$ cat src/hw/sbuf_settings.svh
`ifndef SBUF_SETTINGS_SVH
`define SBUF_SETTINGS_SVH

// Queue pointer width, 3 gives 8 slots
`define SBUF_PTR_WIDTH 3

// Number of slots, one is kept free to tell full from empty
`define SBUF_DEPTH (1 << `SBUF_PTR_WIDTH)

// Head and tail start here after reset
`define SBUF_PTR_RESET {`SBUF_PTR_WIDTH{1'b0}}

`endif

$ cat src/hw/sbuf_pkg.sv
`include "sbuf_settings.svh"

package sbuf_pkg;

	// Byte address on both ports
	typedef logic [31:0] sbuf_addr_t;

	// Read and write data word
	typedef logic [31:0] sbuf_data_t;

	// Access size: 0 byte, 1 halfword, 2 word
	typedef logic [1:0] sbuf_size_t;

	// Head and tail of the store queue
	typedef logic [`SBUF_PTR_WIDTH-1:0] sbuf_ptr_t;

	// One buffered store, 66 bits
	typedef struct packed {
		sbuf_size_t size;
		sbuf_addr_t addr;
		sbuf_data_t wdata;
	} sbuf_entry_t;

	// Owner of the memory port
	typedef enum logic [1:0] {
		SBUF_IDLE,
		SBUF_THRU,    // CPU read goes straight to memory
		SBUF_QUEUED   // Queue head is being written to memory
	} sbuf_state_t;

endpackage

$ cat src/hw/sbuf_queue_if.sv
interface sbuf_queue_if;
	import sbuf_pkg::*;

	// Arbiter to queue
	logic push;
	sbuf_entry_t push_entry;
	logic pop;

	// Queue to arbiter
	sbuf_entry_t head_entry;
	logic full;
	logic empty;

	modport queue_side (
		input push,
		input push_entry,
		input pop,
		output head_entry,
		output full,
		output empty
	);

	modport arbiter_side (
		output push,
		output push_entry,
		output pop,
		input head_entry,
		input full,
		input empty
	);

endinterface

$ cat src/hw/store_queue.sv
`include "sbuf_settings.svh"

module store_queue (
	input logic clk,
	input logic resetn,
	sbuf_queue_if.queue_side q
);
	import sbuf_pkg::*;

	sbuf_entry_t slots [`SBUF_DEPTH];
	sbuf_ptr_t head;
	sbuf_ptr_t tail;
	sbuf_ptr_t tail_next;
	logic do_push;
	logic do_pop;

	assign tail_next = tail + 1'b1;

	// One slot stays unused so full and empty differ
	assign q.full = (tail_next == head);
	assign q.empty = (tail == head);

	// Requests are ignored when they cannot be served
	assign do_push = q.push & ~q.full;
	assign do_pop = q.pop & ~q.empty;

	assign q.head_entry = slots[head];

	// Entry storage, written at the tail
	always_ff @(posedge clk) begin
		if (do_push) begin
			slots[tail] <= q.push_entry;
		end
	end

	always_ff @(posedge clk) begin
		if (!resetn) begin
			tail <= `SBUF_PTR_RESET;
		end else if (do_push) begin
			tail <= tail_next;
		end
	end

	// Head moves once the memory has taken the store
	always_ff @(posedge clk) begin
		if (!resetn) begin
			head <= `SBUF_PTR_RESET;
		end else if (do_pop) begin
			head <= head + 1'b1;
		end
	end

endmodule

$ cat src/hw/mem_req_handshake.sv
module mem_req_handshake (
	input logic clk,
	input logic resetn,
	input logic need_req,
	input logic addr_ok,
	input logic data_ok,
	output logic req
);

	// High between address acceptance and data_ok
	logic outstanding;
	logic addr_taken;

	// New request only while nothing is in flight
	assign req = need_req & ~outstanding;

	assign addr_taken = req & addr_ok;

	always_ff @(posedge clk) begin
		if (!resetn) begin
			outstanding <= 1'b0;
		end else if (addr_taken) begin
			outstanding <= 1'b1;
		end else if (data_ok) begin
			// Data phase done, port is free again
			outstanding <= 1'b0;
		end
	end

endmodule

$ cat src/hw/store_buffer_arbiter.sv
module store_buffer_arbiter (
	input logic clk,
	input logic resetn,

	// CPU side
	input logic cpu_req,
	input logic cpu_wr,
	input sbuf_pkg::sbuf_size_t cpu_size,
	input sbuf_pkg::sbuf_addr_t cpu_addr,
	input sbuf_pkg::sbuf_data_t cpu_wdata,
	output logic cpu_addr_ok,
	output logic cpu_data_ok,

	// Memory side
	input logic mem_addr_ok,
	input logic mem_data_ok,
	output logic mem_wr,
	output sbuf_pkg::sbuf_size_t mem_size,
	output sbuf_pkg::sbuf_addr_t mem_addr,
	output sbuf_pkg::sbuf_data_t mem_wdata,
	output logic mem_req,

	// Request handshake
	output logic need_req,
	input logic req,

	sbuf_queue_if.arbiter_side q
);
	import sbuf_pkg::*;

	sbuf_state_t state;
	sbuf_state_t state_next;
	logic rd_req;
	logic wr_req;
	logic drain_first;
	logic sel_queue;
	logic sel_thru;
	logic wr_accept;

	assign rd_req = cpu_req & ~cpu_wr;
	assign wr_req = cpu_req & cpu_wr;

	// Reads must not pass older stores, and a full queue takes no writes
	assign drain_first = (rd_req & ~q.empty) | q.full;

	always_comb begin
		state_next = state;
		case (state)
			SBUF_IDLE: begin
				if (drain_first) begin
					state_next = SBUF_QUEUED;
				end else if (rd_req) begin
					state_next = SBUF_THRU;
				end else if (!q.empty) begin
					state_next = SBUF_QUEUED;
				end
			end
			SBUF_THRU, SBUF_QUEUED: begin
				if (mem_data_ok) begin
					state_next = SBUF_IDLE;
				end
			end
			default: state_next = SBUF_IDLE;
		endcase
	end

	always_ff @(posedge clk) begin
		if (!resetn) begin
			state <= SBUF_IDLE;
		end else begin
			state <= state_next;
		end
	end

	// Port owner for this cycle, IDLE hands over without a bubble
	assign sel_queue = (state == SBUF_QUEUED) |
		((state == SBUF_IDLE) & (state_next == SBUF_QUEUED));
	assign sel_thru = (state == SBUF_THRU) |
		((state == SBUF_IDLE) & (state_next == SBUF_THRU));

	assign need_req = (sel_queue & ~q.empty) | (sel_thru & rd_req);
	assign mem_req = req;

	always_comb begin
		if (sel_queue) begin
			mem_wr = 1'b1;
			mem_size = q.head_entry.size;
			mem_addr = q.head_entry.addr;
			mem_wdata = q.head_entry.wdata;
		end else begin
			// Read passes through
			mem_wr = 1'b0;
			mem_size = cpu_size;
			mem_addr = cpu_addr;
			mem_wdata = cpu_wdata;
		end
	end

	// Writes are taken at once unless the queue is full or a read is in flight
	assign wr_accept = wr_req & ~q.full & (state != SBUF_THRU);

	assign q.push = wr_accept;
	assign q.push_entry = '{size: cpu_size, addr: cpu_addr, wdata: cpu_wdata};
	assign q.pop = (state == SBUF_QUEUED) & mem_data_ok;

	assign cpu_addr_ok = wr_accept | (sel_thru & req & mem_addr_ok);
	assign cpu_data_ok = wr_accept | ((state == SBUF_THRU) & mem_data_ok);

endmodule

$ cat src/hw/store_buffer_top.sv
module store_buffer_top (
	input logic clk,
	input logic resetn,

	// CPU data port
	input logic cpu_req,
	input logic cpu_wr,
	input sbuf_pkg::sbuf_size_t cpu_size,
	input sbuf_pkg::sbuf_addr_t cpu_addr,
	input sbuf_pkg::sbuf_data_t cpu_wdata,
	output sbuf_pkg::sbuf_data_t cpu_rdata,
	output logic cpu_addr_ok,
	output logic cpu_data_ok,

	// Memory port
	output logic mem_req,
	output logic mem_wr,
	output sbuf_pkg::sbuf_size_t mem_size,
	output sbuf_pkg::sbuf_addr_t mem_addr,
	output sbuf_pkg::sbuf_data_t mem_wdata,
	input sbuf_pkg::sbuf_data_t mem_rdata,
	input logic mem_addr_ok,
	input logic mem_data_ok
);

	logic need_req;
	logic req;

	sbuf_queue_if queue_bus ();

	// Read data is never buffered
	assign cpu_rdata = mem_rdata;

	store_queue u_queue (
		.clk(clk),
		.resetn(resetn),
		.q(queue_bus.queue_side)
	);

	store_buffer_arbiter u_arbiter (
		.clk(clk),
		.resetn(resetn),
		.cpu_req(cpu_req),
		.cpu_wr(cpu_wr),
		.cpu_size(cpu_size),
		.cpu_addr(cpu_addr),
		.cpu_wdata(cpu_wdata),
		.cpu_addr_ok(cpu_addr_ok),
		.cpu_data_ok(cpu_data_ok),
		.mem_addr_ok(mem_addr_ok),
		.mem_data_ok(mem_data_ok),
		.mem_wr(mem_wr),
		.mem_size(mem_size),
		.mem_addr(mem_addr),
		.mem_wdata(mem_wdata),
		.mem_req(mem_req),
		.need_req(need_req),
		.req(req),
		.q(queue_bus.arbiter_side)
	);

	// One transaction in flight on the memory port
	mem_req_handshake u_req_hs (
		.clk(clk),
		.resetn(resetn),
		.need_req(need_req),
		.addr_ok(mem_addr_ok),
		.data_ok(mem_data_ok),
		.req(req)
	);

endmodule

$ cat config.mk
export PLATFORM = sky130hd
export DESIGN_NAME = store_buffer_top
export DESIGN_NICKNAME = d
export VERILOG_FILES = /design/src/hw/sbuf_pkg.sv /design/src/hw/sbuf_queue_if.sv /design/src/hw/store_queue.sv /design/src/hw/mem_req_handshake.sv /design/src/hw/store_buffer_arbiter.sv /design/src/hw/store_buffer_top.sv
export VERILOG_INCLUDE_DIRS = /design/src /design/src/hw
export SDC_FILE = /design/constraint.sdc
export NUM_CORES = 1
export LEC_CHECK = 0
export ABC_CLOCK_PERIOD_IN_PS = 17900
export BUFFER_PORTS_ARGS = -buffer_cell sky130_fd_sc_hd__buf_2
export CAP_MARGIN = 20
export CORE_MARGIN = 3
export CORE_UTILIZATION = 36
export DETAILED_ROUTE_END_ITERATION = 10
export HOLD_SLACK_MARGIN = 0.06
export PLACE_DENSITY = 0.56
export SLEW_MARGIN = 20
export SYNTH_ARGS = -nofsm -noshare
export SYNTH_HDL_FRONTEND = slang
export SYNTH_SLANG_ARGS = --single-unit
export TNS_END_PERCENT = 100
$ cat constraint.sdc
create_clock -name clk -period 17.9 [get_ports clk]
set_input_delay 0.895 -clock clk [delete_from_list [all_inputs] [get_ports clk]]
set_output_delay 0.895 -clock clk [all_outputs]
set_load 0.1 [all_outputs]
==> flow_metrics.tcl <==
set metrics [dict create \
    route.met2.wl_microns 21500 \
    tns_ns 0 \
    drcViolationCount 0 \
    yosys.area.top_type_share_pct 73.3 \
    rsz0062_at_grt "no" \
    wl_per_cell_microns 23.3 \
    rrSetupSlack_ns 14.16 \
    r2r_end "u_queue.slots[2][57]" \
    synth.most_common_cell "edfxtp_1" \
    clkLatencyLatePin_ns 0.59 \
    min_period_ns 5.10 \
    pre_cts_ws_ns 13.15 \
    core_sq_um 59200 \
    die-area_sq_um 63100 \
    cp_slowest_cell "buf_4" \
    grtUsageTotal_pct 14.2 \
    drt_pre_antenna_iters 5 \
    arrival_ns 4.20 \
    critical-path-max-stage-delay_ns 0.86 \
    endpoint_kind "primary output" \
    max-vdd-ir-drop_uv 60.3 \
    drtIter0Drc 640 \
    drv_slew 0 \
    die_h_microns 251 \
    grt.overflow.total 0 \
    ys_seq_area_share_pct 74.4 \
    hpwl_microns 23500 \
    ys_warn_count 0 \
    cts_tree "yes" \
    cp_max_fo 47 \
    relSlewSlack_pct 28.8 \
    power_density_nw_per_um2 122 \
    hold_viol_final 0 \
    gp_congestion 0.686 \
    grt_start_max_net_pins 67 \
    met1Wirelength_microns 20200 \
    synth.largest_area_cell "edfxtp_1" \
    final_cells 1911 \
    clock_skew_ns 0.00806 \
    final_net_count 1209 \
    cts_hold_buf 0 \
    drive_gt1_share_pct 45.8 \
    critical_path_required_ns 17.01 \
    dr_wl_met3_microns 2000 \
    route.antenna.remaining_nets 0 \
    cts_resized 0 \
    rr_worst_depth 7 \
    r2r-start "u_queue.tail[1]" \
    cts_setup_buffers 0 \
    viasPerCell 5.08 \
    fin_ws_ns 12.80 \
    first_global_vias 10670 \
    drv_cap 0 \
    synth_common_cells "edfxtp_1, mux4_2, mux2_2" \
    io_buffers 141 \
    crit_chain "buf_4 -> buf_4 -> mux4_2 -> mux2_2 -> mux2_2 -> buf_2" \
    ioPinCount 206 \
    crit_path_end "mem_addr[12]" \
    rows 89 \
    highest_layer "met5" \
    synth_cell_types 38 \
    dp_cells 1815 \
    drt_wl_total_microns 44600 \
    synthesis.nets 1067 \
    critical_path_class "flip-flop to primary output" \
    antenna_found_initial 3 \
    cts_sinks 540 \
    worstMarginPinSlew_ns 1.07 \
    cts_buffer_depth 3 \
    p_total_mw 3.05 \
    synthTopCellsByArea "edfxtp_1, mux4_2, mux2_2, mux2_4, dfxtp_1" \
    status "finished, final reports clean" \
    hold_depth 2 \
    clock.fmax_ghz 0.196 \
    min_path_type "flip-flop to flip-flop" \
    die_w_microns 251 \
    syn_area_sq_um 21600 \
    syn_avg_cell_area_sq_um 22.6 \
    cp-start-kind "flip-flop" \
    synth_flop_cell "edfxtp_1" \
    start_util_pct 36.5 \
    grt_first_pass_wirelength_microns 67400 \
    area_growth_pct 15.4 \
    h-tree-depth 2 \
    syn-instance-count 957 \
    setup_viol 0 \
    root_buffer "clkbuf_16" \
    vias 9703 \
    synth_edf_count 528 \
    clk_pin_slew_ns 0.06 \
    min_period_over_period_pct 28.5 \
    async_flop_share_pct 0 \
    power.leakage_nw 7.93 \
    cts_inserted_buffers 55 \
    hold_ws_ns 0.501 \
    ys_seq_elements 540 \
]
-- where the power goes --
part | internal [mW] | total [mW] | switching (mW)
logic | 0.102 | 0.447 | 0.345
clock network | 0.734 | 1.19 | 0.458
registers | 1.41 | 1.41 | 0.00493
total | 2.24 | 3.05 | 0.808
-- per-layer routing --
layer,GRT usage (%),vias to the layer above
met1,19.7,5191
met2,23.1,203
met3,2.82,63
li1,-,4242
met4,4.03,4
met5,0,-
-- cells by family after synthesis --
logic type	after synthesis	synth area share, %
AO/OA/AOI/OAI	15	0.520
XOR/XNOR	8	0.387
adder cells (fa/ha/maj)	6	0.347
buffers and inverters	84	2.23
flip-flops	540	74.4
multiplexers	265	21.2
AND/OR/NAND/NOR	39	1.00
-- critical path: cells and delay by family, from the launching register on --
family	cells	cell delay, ns
flops	1	0.61
buf+inv	3	1.75
mux	3	1.19
-- sequential cells by signal (all words and copies together) (netlist names), named ones only --
name,flops
u_queue.slots,528
u_queue.head,3
u_queue.tail,3
u_arbiter.state,2
u_req_hs.outstanding,1
-- stage by stage --
stage / area [sq um] / util, %
6_report: 25000 / 42.2
5_1_grt: 25000 / 42.2
4_1_cts: 25000 / 42.2
3_5_place_dp: 23100 / 39.0
3_3_place_gp: 23100 / 39.0
2_1_floorplan: 21600 / -
-- cells in the final DEF, fill, tap and decap left out, types with 2 or more instances in the layout --
master      count
nor2_1          2
and2_1          4
nor2b_1         4
nand3b_1        2
a21boi_0        2
clkinv_2        6
inv_1           4
clkinv_1        9
edfxtp_1      528
clkinvlp_4      3
ha_1            6
buf_4          24
xor2_1          4
clkbuf_16      57
xnor2_1         3
and3_1          2
nor3b_2         4
nand2_1         8
mux4_2        132
buf_2         141
mux2_2        103
clkbuf_1        8
dfxtp_1         9
mux2_4         29
nand2b_1        4
dfxtp_4         3
bufinv_16      11
nor3_2          2
o21ai_0         5
nor2_4          3
-- cell type report --
class,instances,area [sq um]
fill,5151,34300
multi-input combinational,333,5120
inverter,4,15.0
clock buffer,65,1460
clock inverter,30,425
tap,773,967
timing repair buffer,165,886
antenna,1,2.50
sequential,540,16100
-- how the worst min path moves through the flow --
stage / from / endpoint
floorplan: u_req_hs.outstanding / u_req_hs.outstanding
detailed placement: u_req_hs.outstanding / u_req_hs.outstanding
CTS: u_req_hs.outstanding / u_req_hs.outstanding
global placement: u_req_hs.outstanding / u_req_hs.outstanding
global route: u_req_hs.outstanding / u_req_hs.outstanding
finish: u_req_hs.outstanding / u_req_hs.outstanding
Power figures use the tool's default switching activity.
